### src/glb_reg_pkg.sv
// global buffer register map
package glb_reg_pkg;

    // word offsets in the configuration space
    typedef enum logic [3:0] {
        REG_CTRL     = 4'h0,
        REG_ST_ADDR  = 4'h1,
        REG_ST_COUNT = 4'h2,
        REG_LD_ADDR  = 4'h3,
        REG_LD_COUNT = 4'h4,
        REG_STATUS   = 4'h5
    } reg_addr_e;

    // REG_CTRL, write 1 to start, bits self-clear
    localparam int CTRL_ST_START_BIT = 0;
    localparam int CTRL_LD_START_BIT = 1;

    // REG_STATUS layout
    // busy bits are live, done bits sticky and write-1-to-clear
    localparam int STATUS_ST_BUSY_BIT = 0;
    localparam int STATUS_LD_BUSY_BIT = 1;
    localparam int STATUS_ST_DONE_BIT = 2;
    localparam int STATUS_LD_DONE_BIT = 3;

endpackage

### src/glb_dma_pkg.sv
// global buffer dma and bank types
package glb_dma_pkg;

    // dma sequencing states
    typedef enum logic [1:0] {
        DMA_IDLE  = 2'd0,
        DMA_RUN   = 2'd1,
        DMA_DRAIN = 2'd2
    } dma_state_e;

    // bank requesters, also the grant owner
    typedef enum logic [1:0] {
        PORT_NONE  = 2'd0,
        PORT_STORE = 2'd1,
        PORT_LOAD  = 2'd2,
        PORT_HOST  = 2'd3
    } bank_port_e;

endpackage

### src/glb_tile_cfg.sv
// global buffer tile control
`timescale 1ns/1ps

module glb_tile_cfg import glb_reg_pkg::*; #(
    parameter int DATA_WIDTH = 16,
    parameter int ADDR_WIDTH = 8
) (
    input  logic                  clk,
    input  logic                  reset,
    input  logic                  cfg_cyc,
    input  logic                  cfg_stb,
    input  logic                  cfg_we,
    input  logic [3:0]            cfg_adr,
    input  logic [DATA_WIDTH-1:0] cfg_dat_w,
    input  logic                  stall,
    input  logic                  st_busy,
    input  logic                  ld_busy,
    input  logic                  st_done,
    input  logic                  ld_done,
    output logic [DATA_WIDTH-1:0] cfg_dat_r,
    output logic                  cfg_ack,
    output logic                  st_start,
    output logic [ADDR_WIDTH-1:0] st_addr,
    output logic [ADDR_WIDTH-1:0] st_count,
    output logic                  ld_start,
    output logic [ADDR_WIDTH-1:0] ld_addr,
    output logic [ADDR_WIDTH-1:0] ld_count,
    output logic                  ld_run_en,
    output logic                  strm_f2g_interrupt_pulse,
    output logic                  strm_g2f_interrupt_pulse
);

    logic                  access;
    logic                  wr_en;
    logic                  st_start_req;
    logic                  ld_start_req;
    logic                  st_done_q;
    logic                  ld_done_q;
    logic                  stall_d1;
    logic [DATA_WIDTH-1:0] status_word;
    reg_addr_e             reg_sel;

    // new access, ack low so one ack per transfer
    assign access  = cfg_cyc && cfg_stb && !cfg_ack;
    assign wr_en   = access && cfg_we;
    assign reg_sel = reg_addr_e'(cfg_adr);

    always_comb begin
        status_word                     = '0;
        status_word[STATUS_ST_BUSY_BIT] = st_busy;
        status_word[STATUS_LD_BUSY_BIT] = ld_busy;
        status_word[STATUS_ST_DONE_BIT] = st_done_q;
        status_word[STATUS_LD_DONE_BIT] = ld_done_q;
    end

    // register file and wishbone ack
    always_ff @(posedge clk or posedge reset) begin
        if (reset) begin
            cfg_ack      <= 1'b0;
            st_addr      <= '0;
            st_count     <= '0;
            ld_addr      <= '0;
            ld_count     <= '0;
            st_start_req <= 1'b0;
            ld_start_req <= 1'b0;
            st_done_q    <= 1'b0;
            ld_done_q    <= 1'b0;
        end else begin
            cfg_ack <= access;
            // start bits live one cycle, dropped while that dma runs
            st_start_req <= wr_en && reg_sel == REG_CTRL
                            && cfg_dat_w[CTRL_ST_START_BIT] && !st_busy;
            ld_start_req <= wr_en && reg_sel == REG_CTRL
                            && cfg_dat_w[CTRL_LD_START_BIT] && !ld_busy;
            if (wr_en) begin
                case (reg_sel)
                    REG_ST_ADDR:  st_addr  <= cfg_dat_w[ADDR_WIDTH-1:0];
                    REG_ST_COUNT: st_count <= cfg_dat_w[ADDR_WIDTH-1:0];
                    REG_LD_ADDR:  ld_addr  <= cfg_dat_w[ADDR_WIDTH-1:0];
                    REG_LD_COUNT: ld_count <= cfg_dat_w[ADDR_WIDTH-1:0];
                    REG_STATUS: begin
                        if (cfg_dat_w[STATUS_ST_DONE_BIT]) st_done_q <= 1'b0;
                        if (cfg_dat_w[STATUS_LD_DONE_BIT]) ld_done_q <= 1'b0;
                    end
                    default: ;
                endcase
            end
            // set wins over a clear in the same cycle
            if (st_done) st_done_q <= 1'b1;
            if (ld_done) ld_done_q <= 1'b1;
        end
    end

    // read data, valid while ack is high
    always_ff @(posedge clk) begin
        if (access && !cfg_we) begin
            case (reg_sel)
                REG_ST_ADDR:  cfg_dat_r <= DATA_WIDTH'(st_addr);
                REG_ST_COUNT: cfg_dat_r <= DATA_WIDTH'(st_count);
                REG_LD_ADDR:  cfg_dat_r <= DATA_WIDTH'(ld_addr);
                REG_LD_COUNT: cfg_dat_r <= DATA_WIDTH'(ld_count);
                REG_STATUS:   cfg_dat_r <= status_word;
                default:      cfg_dat_r <= '0;
            endcase
        end
    end

    // one register stage each for start, interrupt and stall
    always_ff @(posedge clk or posedge reset) begin
        if (reset) begin
            st_start                 <= 1'b0;
            ld_start                 <= 1'b0;
            strm_f2g_interrupt_pulse <= 1'b0;
            strm_g2f_interrupt_pulse <= 1'b0;
            stall_d1                 <= 1'b0;
        end else begin
            st_start                 <= st_start_req;
            ld_start                 <= ld_start_req;
            strm_f2g_interrupt_pulse <= st_done;
            strm_g2f_interrupt_pulse <= ld_done;
            stall_d1                 <= stall;
        end
    end

    assign ld_run_en = !stall_d1;

    // ack is a single-cycle pulse
    ack_one_cycle: assert property (@(posedge clk) disable iff (reset)
        cfg_ack |=> !cfg_ack);

    // a start never reaches a dma that is still running
    st_start_idle: assert property (@(posedge clk) disable iff (reset)
        st_start |-> !st_busy);
    ld_start_idle: assert property (@(posedge clk) disable iff (reset)
        ld_start |-> !ld_busy);

endmodule

### src/glb_bank.sv
// global buffer memory bank
`timescale 1ns/1ps

module glb_bank import glb_dma_pkg::*; #(
    parameter int DATA_WIDTH = 16,
    parameter int ADDR_WIDTH = 8
) (
    input  logic                  clk,
    input  logic                  reset,
    input  logic                  st_req,
    input  logic [ADDR_WIDTH-1:0] st_adr,
    input  logic [DATA_WIDTH-1:0] st_dat,
    input  logic                  ld_req,
    input  logic [ADDR_WIDTH-1:0] ld_adr,
    input  logic                  mem_cyc,
    input  logic                  mem_stb,
    input  logic                  mem_we,
    input  logic [ADDR_WIDTH-1:0] mem_adr,
    input  logic [DATA_WIDTH-1:0] mem_dat_w,
    output logic                  ld_gnt,
    output logic                  ld_rd_valid,
    output logic [DATA_WIDTH-1:0] ld_rd_dat,
    output logic [DATA_WIDTH-1:0] mem_dat_r,
    output logic                  mem_ack
);

    logic [DATA_WIDTH-1:0] mem_q [2**ADDR_WIDTH];
    logic [DATA_WIDTH-1:0] rd_q;
    logic                  host_req;
    logic                  host_gnt;
    logic                  bank_we;
    logic [ADDR_WIDTH-1:0] bank_adr;
    logic [DATA_WIDTH-1:0] bank_wdat;
    bank_port_e            gnt;

    // host waits out its own ack before asking again
    assign host_req = mem_cyc && mem_stb && !mem_ack;

    // fixed priority, store never stalls
    always_comb begin
        gnt = PORT_NONE;
        if (st_req) begin
            gnt = PORT_STORE;
        end else if (ld_req) begin
            gnt = PORT_LOAD;
        end else if (host_req) begin
            gnt = PORT_HOST;
        end
    end

    assign ld_gnt   = (gnt == PORT_LOAD);
    assign host_gnt = (gnt == PORT_HOST);

    // address and data steering
    always_comb begin
        bank_we   = 1'b0;
        bank_adr  = mem_adr;
        bank_wdat = mem_dat_w;
        case (gnt)
            PORT_STORE: begin
                bank_we   = 1'b1;
                bank_adr  = st_adr;
                bank_wdat = st_dat;
            end
            PORT_LOAD: bank_adr = ld_adr;
            PORT_HOST: bank_we  = mem_we;
            default: ;
        endcase
    end

    // single-port array, read data one cycle later
    always_ff @(posedge clk) begin
        if (gnt != PORT_NONE) begin
            if (bank_we) begin
                mem_q[bank_adr] <= bank_wdat;
            end else begin
                rd_q <= mem_q[bank_adr];
            end
        end
    end

    // one read register serves both readers
    assign ld_rd_dat = rd_q;
    assign mem_dat_r = rd_q;

    always_ff @(posedge clk or posedge reset) begin
        if (reset) begin
            ld_rd_valid <= 1'b0;
            mem_ack     <= 1'b0;
        end else begin
            ld_rd_valid <= ld_gnt;
            mem_ack     <= host_gnt;
        end
    end

    one_grant: assert property (@(posedge clk) disable iff (reset)
        $onehot0({st_req, ld_gnt, host_gnt}));

endmodule

### src/glb_store_dma.sv
// f2g store dma
`timescale 1ns/1ps

module glb_store_dma import glb_dma_pkg::*; #(
    parameter int DATA_WIDTH = 16,
    parameter int ADDR_WIDTH = 8
) (
    input  logic                  clk,
    input  logic                  reset,
    input  logic                  st_start,
    input  logic [ADDR_WIDTH-1:0] st_addr,
    input  logic [ADDR_WIDTH-1:0] st_count,
    input  logic [DATA_WIDTH-1:0] stream_data_f2g,
    input  logic                  stream_valid_f2g,
    output logic                  st_req,
    output logic [ADDR_WIDTH-1:0] st_adr,
    output logic [DATA_WIDTH-1:0] st_dat,
    output logic                  st_busy,
    output logic                  st_done
);

    dma_state_e            state;
    logic [ADDR_WIDTH-1:0] base;
    logic [ADDR_WIDTH-1:0] idx;
    logic [ADDR_WIDTH-1:0] last_idx;

    // idle words are dropped, running words go straight to the bank
    assign st_req  = (state == DMA_RUN) && stream_valid_f2g;
    assign st_adr  = base + idx;
    assign st_dat  = stream_data_f2g;
    assign st_busy = (state != DMA_IDLE);

    always_ff @(posedge clk or posedge reset) begin
        if (reset) begin
            state    <= DMA_IDLE;
            base     <= '0;
            idx      <= '0;
            last_idx <= '0;
            st_done  <= 1'b0;
        end else begin
            st_done <= 1'b0;
            case (state)
                DMA_IDLE: if (st_start) begin
                    base     <= st_addr;
                    idx      <= '0;
                    // count of zero wraps to a full bank
                    last_idx <= st_count - 1'b1;
                    state    <= DMA_RUN;
                end
                DMA_RUN: if (st_req) begin
                    idx <= idx + 1'b1;
                    if (idx == last_idx) begin
                        st_done <= 1'b1;
                        state   <= DMA_IDLE;
                    end
                end
                default: state <= DMA_IDLE;
            endcase
        end
    end

endmodule

### src/glb_load_dma.sv
// g2f load dma
`timescale 1ns/1ps

module glb_load_dma import glb_dma_pkg::*; #(
    parameter int DATA_WIDTH = 16,
    parameter int ADDR_WIDTH = 8
) (
    input  logic                  clk,
    input  logic                  reset,
    input  logic                  ld_start,
    input  logic [ADDR_WIDTH-1:0] ld_addr,
    input  logic [ADDR_WIDTH-1:0] ld_count,
    input  logic                  ld_run_en,
    input  logic                  ld_gnt,
    input  logic                  ld_rd_valid,
    input  logic [DATA_WIDTH-1:0] ld_rd_dat,
    output logic                  ld_req,
    output logic [ADDR_WIDTH-1:0] ld_adr,
    output logic                  ld_busy,
    output logic                  ld_done,
    output logic [DATA_WIDTH-1:0] stream_data_g2f,
    output logic                  stream_valid_g2f
);

    dma_state_e            state;
    bank_port_e            rd_owner;
    logic [ADDR_WIDTH-1:0] idx;
    logic [ADDR_WIDTH-1:0] last_idx;

    // no request while stalled, in-flight read still lands
    assign ld_req  = (state == DMA_RUN) && ld_run_en;
    assign ld_busy = (state != DMA_IDLE);

    // only reads this dma was granted go out on the stream
    assign stream_data_g2f  = ld_rd_dat;
    assign stream_valid_g2f = ld_rd_valid && (rd_owner == PORT_LOAD);

    always_ff @(posedge clk or posedge reset) begin
        if (reset) begin
            state    <= DMA_IDLE;
            rd_owner <= PORT_NONE;
            ld_adr   <= '0;
            idx      <= '0;
            last_idx <= '0;
            ld_done  <= 1'b0;
        end else begin
            ld_done  <= 1'b0;
            rd_owner <= (ld_req && ld_gnt) ? PORT_LOAD : PORT_NONE;
            case (state)
                DMA_IDLE: if (ld_start) begin
                    ld_adr   <= ld_addr;
                    idx      <= '0;
                    last_idx <= ld_count - 1'b1;
                    state    <= DMA_RUN;
                end
                // address moves only on a grant, keeps order
                DMA_RUN: if (ld_req && ld_gnt) begin
                    ld_adr <= ld_adr + 1'b1;
                    idx    <= idx + 1'b1;
                    if (idx == last_idx) begin
                        state <= DMA_DRAIN;
                    end
                end
                // wait for the last word before done
                DMA_DRAIN: if (stream_valid_g2f) begin
                    ld_done <= 1'b1;
                    state   <= DMA_IDLE;
                end
                default: state <= DMA_IDLE;
            endcase
        end
    end

endmodule

### src/glb_tile.sv
// global buffer tile top
`timescale 1ns/1ps

module glb_tile #(
    parameter int DATA_WIDTH = 16,
    parameter int ADDR_WIDTH = 8
) (
    input  logic                  clk,
    input  logic                  reset,
    input  logic                  stall,
    // configuration wishbone slave
    input  logic                  cfg_cyc,
    input  logic                  cfg_stb,
    input  logic                  cfg_we,
    input  logic [3:0]            cfg_adr,
    input  logic [DATA_WIDTH-1:0] cfg_dat_w,
    output logic [DATA_WIDTH-1:0] cfg_dat_r,
    output logic                  cfg_ack,
    // host memory wishbone slave
    input  logic                  mem_cyc,
    input  logic                  mem_stb,
    input  logic                  mem_we,
    input  logic [ADDR_WIDTH-1:0] mem_adr,
    input  logic [DATA_WIDTH-1:0] mem_dat_w,
    output logic [DATA_WIDTH-1:0] mem_dat_r,
    output logic                  mem_ack,
    // stream in and out
    input  logic [DATA_WIDTH-1:0] stream_data_f2g,
    input  logic                  stream_valid_f2g,
    output logic [DATA_WIDTH-1:0] stream_data_g2f,
    output logic                  stream_valid_g2f,
    // interrupts
    output logic                  strm_f2g_interrupt_pulse,
    output logic                  strm_g2f_interrupt_pulse
);

    logic                  st_start;
    logic [ADDR_WIDTH-1:0] st_addr;
    logic [ADDR_WIDTH-1:0] st_count;
    logic                  st_busy;
    logic                  st_done;
    logic                  st_req;
    logic [ADDR_WIDTH-1:0] st_adr;
    logic [DATA_WIDTH-1:0] st_dat;
    logic                  ld_start;
    logic [ADDR_WIDTH-1:0] ld_addr;
    logic [ADDR_WIDTH-1:0] ld_count;
    logic                  ld_run_en;
    logic                  ld_busy;
    logic                  ld_done;
    logic                  ld_req;
    logic [ADDR_WIDTH-1:0] ld_adr;
    logic                  ld_gnt;
    logic                  ld_rd_valid;
    logic [DATA_WIDTH-1:0] ld_rd_dat;

    // registers, start and interrupt pipelines
    glb_tile_cfg #(
        .DATA_WIDTH(DATA_WIDTH),
        .ADDR_WIDTH(ADDR_WIDTH)
    ) glb_tile_cfg_i (.*);

    // shared bank, store over load over host
    glb_bank #(
        .DATA_WIDTH(DATA_WIDTH),
        .ADDR_WIDTH(ADDR_WIDTH)
    ) glb_bank_i (.*);

    glb_store_dma #(
        .DATA_WIDTH(DATA_WIDTH),
        .ADDR_WIDTH(ADDR_WIDTH)
    ) glb_store_dma_i (.*);

    glb_load_dma #(
        .DATA_WIDTH(DATA_WIDTH),
        .ADDR_WIDTH(ADDR_WIDTH)
    ) glb_load_dma_i (.*);

endmodule

### config.mk
export PLATFORM = sky130hd
export DESIGN_NAME = glb_tile
export DESIGN_NICKNAME = d
export VERILOG_FILES = /design/src/glb_reg_pkg.sv /design/src/glb_dma_pkg.sv /design/src/glb_tile_cfg.sv /design/src/glb_bank.sv /design/src/glb_store_dma.sv /design/src/glb_load_dma.sv /design/src/glb_tile.sv
export SDC_FILE = /design/constraint.sdc
export NUM_CORES = 2
export LEC_CHECK = 0
export BUFFER_PORTS_ARGS = -buffer_cell sky130_fd_sc_hd__buf_2
export CAP_MARGIN = 20
export CELL_PAD_IN_SITES_DETAIL_PLACEMENT = 0
export CELL_PAD_IN_SITES_GLOBAL_PLACEMENT = 1
export CORE_AREA = 2 2 530 664
export CTS_CLUSTER_SIZE = 40
export DETAILED_ROUTE_END_ITERATION = 8
export DIE_AREA = 0 0 532 666
export PLACE_DENSITY = 0.75
export SYNTH_ARGS = -nofsm -noshare
export SYNTH_HDL_FRONTEND = slang
export SYNTH_HIERARCHICAL = 1
export SYNTH_SLANG_ARGS = --single-unit
### constraint.sdc
create_clock -name clk -period 3.8 [get_ports clk]
set_input_delay 0.38 -clock clk [delete_from_list [all_inputs] [get_ports clk]]
set_output_delay 0.38 -clock clk [all_outputs]
set_load 0.01 [all_outputs]
---- Word level (Yosys, flattened, before mapping) ----
Memories as Yosys holds them, arrays and structs flattened. A register that Yosys moved wholly into a read port is not among the register bits.
Cells that the tools add are included.
word-level totals
  bits in registers ....................... 116
  memory bits (writable) .................. 4096
  input port bits ......................... 70
  output and inout bits ................... 53
  memories kept ........................... 1
cells by class
  add/subtract/negate cells ............... 6
  equality and inequality tests ........... 21
  muxes and demuxes ....................... 42
  bitwise gates (word level) .............. 1
  reductions and logical operators ........ 48
memory list
  name              words  width  rd ports  clocked after Yosys merged registers in  write ports  RTL line        source
  glb_bank_i.mem_q  256    16     1         1                                        1            glb_bank.sv:27  logic [DATA_WIDTH-1:0] mem_q [2**ADDR_WIDTH];
operators with widths
  kind                                                  count
  one-hot mux 8 bit (2 select lines)                    4
  two-way mux 8 bit                                     6
  one-hot mux 8 bit (5 select lines)                    1
  adder 8 x 1 -> 8 bit (second input constant)          3
  two-way mux 2 bit                                     11
  nonzero test 2 bit                                    11
  equality test 8 bit                                   2
  two-way mux 1 bit                                     16
  two-way mux 16 bit                                    1
  subtractor 8 x 1 -> 8 bit (second input constant)     2
  logical AND 1 bit                                     15
  AND reduction 3 bit                                   5
  inequality test 2 bit (second input constant)         7
  AND reduction 2 bit                                   7
  adder 8 bit                                           1
  equality test 2 bit (second input constant)           4
  equality test 4 x 2 -> 1 bit (second input constant)  2
  equality test 4 x 3 -> 1 bit (second input constant)  2
  equality test 2 x 1 -> 1 bit (second input constant)  3
  zero test 1 bit                                       6
  one-hot mux 2 bit (3 select lines)                    1
  equality test 4 x 1 -> 1 bit (second input constant)  1
  zero test 2 bit                                       2
  zero test 4 bit                                       1
  4 further kinds                                       4

---- Longest topological paths before layout ----
  depth in word-level cells ............... 10
  mapped depth ............................ 16
  depth with buffers taken out ............ 13

---- Hierarchy ----
The synthesis kept the hierarchy.
modules (own cells, without submodules)
  module         times used  cells an instance  area each (µm²)  seq. area each (µm²)
  glb_bank       1           11256              161006.9         123528.5
  glb_tile_cfg   1           156                2172.1           1291.2
  glb_load_dma   1           180                1655.3           700.7
  glb_store_dma  1           160                1641.6           650.6

---- Worst setup path before layout ----
No wires, ideal clock.
  path kind ............................... flip-flop to flip-flop
  from .................................... register glb_store_dma_i.state[0]
  to ...................................... memory glb_bank_i.mem_q[0][10] (data pin)
  library setup time ...................... 0.557 ns
  data arrival time ....................... 3.585 ns
  data required time ...................... 3.243 ns
  setup slack ............................. -0.342 ns
  cell stages (with the launch flop) ...... 8
  path buffers ............................ 4
  clock period less this slack ............ 4.142 ns
  path through ............................ dfrtp_1 > nand2_4 > clkinv_4 > buf_2 > buf_2 > buf_1 > clkbuf_1 > mux2_2
between the ends
  longest elaborated chain between the ends .. 5
ends and longest elaborated chain
  element                       RTL line             source
  start, declared               glb_store_dma.sv:22  dma_state_e state;
  start signal, assigned        glb_store_dma.sv:35  state <= DMA_IDLE;
  start signal, assigned        glb_store_dma.sv:48  state <= DMA_RUN;
  start signal, assigned        glb_store_dma.sv:54  state <= DMA_IDLE;
  equality test 2 x 1 -> 1 bit  glb_store_dma.sv:28  assign st_req = (state == DMA_RUN) && stream_valid_f2g;
  logical AND 1 bit             glb_store_dma.sv:28
  net st_req                    glb_tile.sv:42       logic st_req;
  two-way mux 2 bit             glb_bank.sv:42       if (st_req) begin
  equality test 2 x 1 -> 1 bit  glb_bank.sv:59       case (gnt)
  two-way mux 16 bit            glb_bank.sv:59
  net glb_bank_i.bank_wdat[10]  glb_bank.sv:33       logic [DATA_WIDTH-1:0] bank_wdat;
  end, declared                 glb_bank.sv:27
The timed path passes the listed nets, and every way through them passes these cells.

---- Worst setup path after layout ----
  from .................................... register glb_store_dma_i.idx[0]
  to ...................................... register glb_bank_i.rd_q[0], in the netlist glb_bank_i/ld_rd_dat[0] (read register of glb_bank_i.mem_q) (data pin)
between the ends
  longest elaborated chain between the ends .. 2
ends and longest elaborated chain
  element                             RTL line             source
  start, declared                     glb_store_dma.sv:24  logic [ADDR_WIDTH-1:0] idx;
  start signal, assigned              glb_store_dma.sv:51  idx <= idx + 1'b1;
  adder 8 bit                         glb_store_dma.sv:29  assign st_adr = base + idx;
  net st_adr[1]                       glb_tile.sv:43       logic [ADDR_WIDTH-1:0] st_adr;
  one-hot mux 8 bit (2 select lines)  glb_bank.sv:59
  end, declared                       glb_bank.sv:28       logic [DATA_WIDTH-1:0] rd_q;
The timed path passes the listed nets, and every way through them passes these cells.
A chain may end at the register's enable or synchronous reset.

==> out/results.ini <==
[power_and_ir_drop]
pwr-share-comb_pct = 22.5
internal_power_uw = 84800
peakVddDrop_v = 0.000458
leakage_uw = 0.0700
pwr-share-clk_pct = 33.8
p_switching_uw = 33800
p_per_area_nw_per_um2 = 572
p_sw_share_pct = 28.5
p_seq_share_pct = 43.7

[finish]
layout.nets = 13045
final_layout_size_suffix_gt1_share_pct = 23.7
area_growth_syn_to_layout_pct = 24.7
utilization_pct = 59.5

[synthesis]
async_reset_ff_share_pct = 2.32
synthXorXnorAreaFrac_pct = 0.179
synth_edf_count = 4120
ys_seq_area_share_pct = 75.8
synth_fa_ha_area_share_pct = 0.102
synthDistinctLibCells = 68
ys_ff_latch = 4218
synth_flop_cell = edfxtp_1
avgSynthCellArea_um2 = 14.2
synthSimpleGateAreaFrac_pct = 6.76
synth_mux_area_share_pct = 0.486
syn_inst = 11752
ys_warn_count = 6
synth_compound_area_share_pct = 13.8
synth_top_family_by_area = compound AO/OA/AOI/OAI gates
syn_area_um2 = 166000

[global_route]
grt_pass1_vias = 108991
grt_pass1_wl_um = 749000
antenna_found_initial = 16
grt_max_degree = 127
grt-ovfl-total = 0
grt_usage_pct = 28.5

[routing]
drc = 0
vias = 113342
routed.top_layer = met5
routed_via_density = 6.31
met3_wirelength_um = 53000
antenna_left = 0
routed_wirelength_um = 532000
wl_met1_um = 197000
detail_route.wl_per_cell_um = 29.6
drt_iter0_markers = 14864
dr_wl_met2_um = 252000
firstDrtPassIters = 6

[sta]
finalSetupViolCount = 16
hold_viol = 0
timing.final.crit_share_pct = 105
tightest_slew_ns = 1.50
period_minus_slack_ns = 3.99
grt_setup_unrepaired = true
timing.hold.ws_ns = 0.0886
finalWorstSetupSlack_ns = -0.189
slew_viol_final = 0
fmax_ghz = 0.251
relSlewSlack_pct = 0.209
clock-skew-final_ns = 0.0590

[clock_network]
clkTransAtPathRegs_ns = 0.06
cts-htree-levels = 5
cts_buffers = 404
cts.sinks = 4218
cts.path.max_buffers = 4
cts_tree = done
cts_root_buf = clkbuf_16
insertion_delay_ns = 0.99

[placed_design]
port-buffer-count = 106
dp.final_hpwl_um = 313000
place.gp.congestion = 0.934
dp_slack_ns = -1.12

[worst_setup_path]
critPathCaptureType = flop
critPathSlowestCell = fa_1
reg2reg_depth = 17
cp-start-kind = flop
slowest_delay_ns = 0.52
critPathArrivalTime_ns = 4.71
cpMostUsedCell = buf_12
r2r_slack_ns = -0.19
critPathMaxFanout = 16
crit_chain = ha_2 -> fa_1 -> nand2_2 -> o21a_4 -> buf_12 -> buf_12 -> buf_16 -> clkbuf_16 -> buf_16 -> buf_12 -> a21oi_2 -> a22o_1 -> o22ai_1 -> a221oi_2 -> o32ai_2 -> o21ai_4 -> nand3_2
critPathKind = reg2reg
cp_data_required_time_ns = 4.52

[hold_path]
holdPathStages = 2
hold_class = in2reg

[floorplan]
core_um2 = 349000
fp.dieH_um = 666
num_rows = 243
io_pins = 123
initial_core_util_pct = 47.7
die_area_um2 = 354000
die_x_um = 532

[status]
violations = setup timing
run_status = finished, violations left

[run]
max-cap-violations = 0

==> cell type report <==
type,instances,area (um2)
Fill cell,25825,141000
Sequential cell,4218,126000
Multi-Input combinational cell,6562,40800
Timing Repair Buffer,1759,21600
Clock buffer,496,10700
Tap cell,4655,5820
Clock inverter,239,2360
Inverter,17,68.8
Antenna cell,8,20.0
==> timing repair <==
action,4_1_cts,5_1_grt
hold endpoints to repair,156,6
setup endpoints to repair,3107,3404
hold buffers,25,1
resized for setup,583,539
cloned,57,42
pin swaps,124,183
buffers inserted,102,28
==> power groups by stage <==
stage	Clock [uW]	Combinational (uW)	Sequential, uW
floorplan	0	10300	52900
global placement	0	20900	52800
detailed placement	0	21300	52900
CTS	40500	24300	51900
global route	42200	27500	51900
finish	40100	26700	51900
==> cells in the mapped netlist (98+ instances only) <==
cell         n  area (um2)
a22o_1     256        2240
nand2_1   2137        8020
edfxtp_1  4120      124000
a21oi_1   2063       10300
clkbuf_1   346        1300
o22ai_1    132         826
buf_2      437        2190
nor2_1     329        1230
buf_4      118         886
a22oi_1    268        2010
dfrtp_1     98        2450
o32ai_1    129        1130
nor3_1     264        1320
a221oi_1   640        5610
==> critical path: cells and delay by family (launching register included) <==
kind / cells / cell delay, ns
AO/OA/AOI/OAI: 7 / 1.44
flip-flops: 1 / 0.41
adder cells (fa/ha/maj): 2 / 0.72
buffers and inverters: 6 / 0.95
AND/OR/NAND/NOR: 2 / 0.17
==> flip-flops by register name (all words and copies together) (netlist names), 2 cells and up <==
name                      cells
glb_load_dma_i/ld_adr         8
glb_bank_i/ld_rd_dat         16
glb_tile_cfg_i/ld_count       8
glb_tile_cfg_i/cfg_dat_r      8
glb_store_dma_i/last_idx      8
glb_load_dma_i/last_idx       8
glb_load_dma_i/idx            8
glb_tile_cfg_i/st_count       8
glb_store_dma_i/base          8
glb_store_dma_i/idx           8
glb_tile_cfg_i/st_addr        8
glb_load_dma_i/state          2
glb_bank_i/mem_q           4096
glb_tile_cfg_i/ld_addr        8
==> metrics by stage <==
stage	setup TNS [ns]	cells	instance area, um2	total power [uW]
after global placement	-571.93	16983	184000	73800
after floorplan	-699.74	11759	167000	63200
final	-1.12	17954	208000	119000
after CTS	-0.795	17889	204000	117000
after detailed placement	-484.76	16983	184000	74100
after global routing	-4.82	17947	208000	122000
==> worst paths after layout <==
path | startpoint | end
min | stall | glb_tile_cfg_i/stall_d1$_DFF_PP0_
max reg2reg | glb_store_dma_i/idx[0]$_DFFE_PP0P_ | glb_bank_i/ld_rd_dat[0]$_DFFE_PP_
min in group asynchronous | reset | glb_store_dma_i/base[0]$_DFFE_PP0P_
max in group asynchronous | reset | glb_bank_i/ld_rd_valid$_DFF_PP0_
max | glb_store_dma_i/idx[0]$_DFFE_PP0P_ | glb_bank_i/ld_rd_dat[0]$_DFFE_PP_
min reg2reg | glb_tile_cfg_i/ld_start_req$_DFF_PP0_ | glb_tile_cfg_i/ld_start$_DFF_PP0_
==> layer usage <==
metal / vias up / track usage [%]
met4: 12 / 14.0
met3: 1167 / 5.12
met1: 57720 / 37.7
met5: - / 0
li1: 47819 / -
met2: 6624 / 45.7
==> placed cells by master, fill, tap and decap left out, types with 43 or more instances in the layout <==
cell type  Yosys  final
a22oi_1      268    234
a221oi_2       0    196
clkinv_1       0     86
clkinv_2       0     72
o32ai_1      129     51
edfxtp_1    4120   4120
nor2_1       329    264
clkbuf_1     346     75
buf_4        118    980
nor3_1       264    180
nand2_1     2137   2112
a22o_1       256    256
nor2_2         0     43
buf_6         27     76
a21oi_2        1    136
buf_16         0     77
clkbuf_16      0    448
a21oi_1     2063   1912
o22ai_1      132     97
a221oi_1     640    416
buf_2        437    106
o32ai_2        0     44
buf_12         0    405
nor3_2         1     74
dfrtp_1       98     98
==> cell families after synthesis <==
| group | Yosys count |
|---|---|
| other | 1 |
| and+or+nand+nor | 2828 |
| buffers and inverters | 980 |
| xor gates and xnor gates | 34 |
| muxes | 73 |
| AOI/OAI and AO/OA | 3605 |
| DFF | 4218 |
| adders and majority gates | 13 |
No activity file was read; power rests on OpenSTA's default activity.
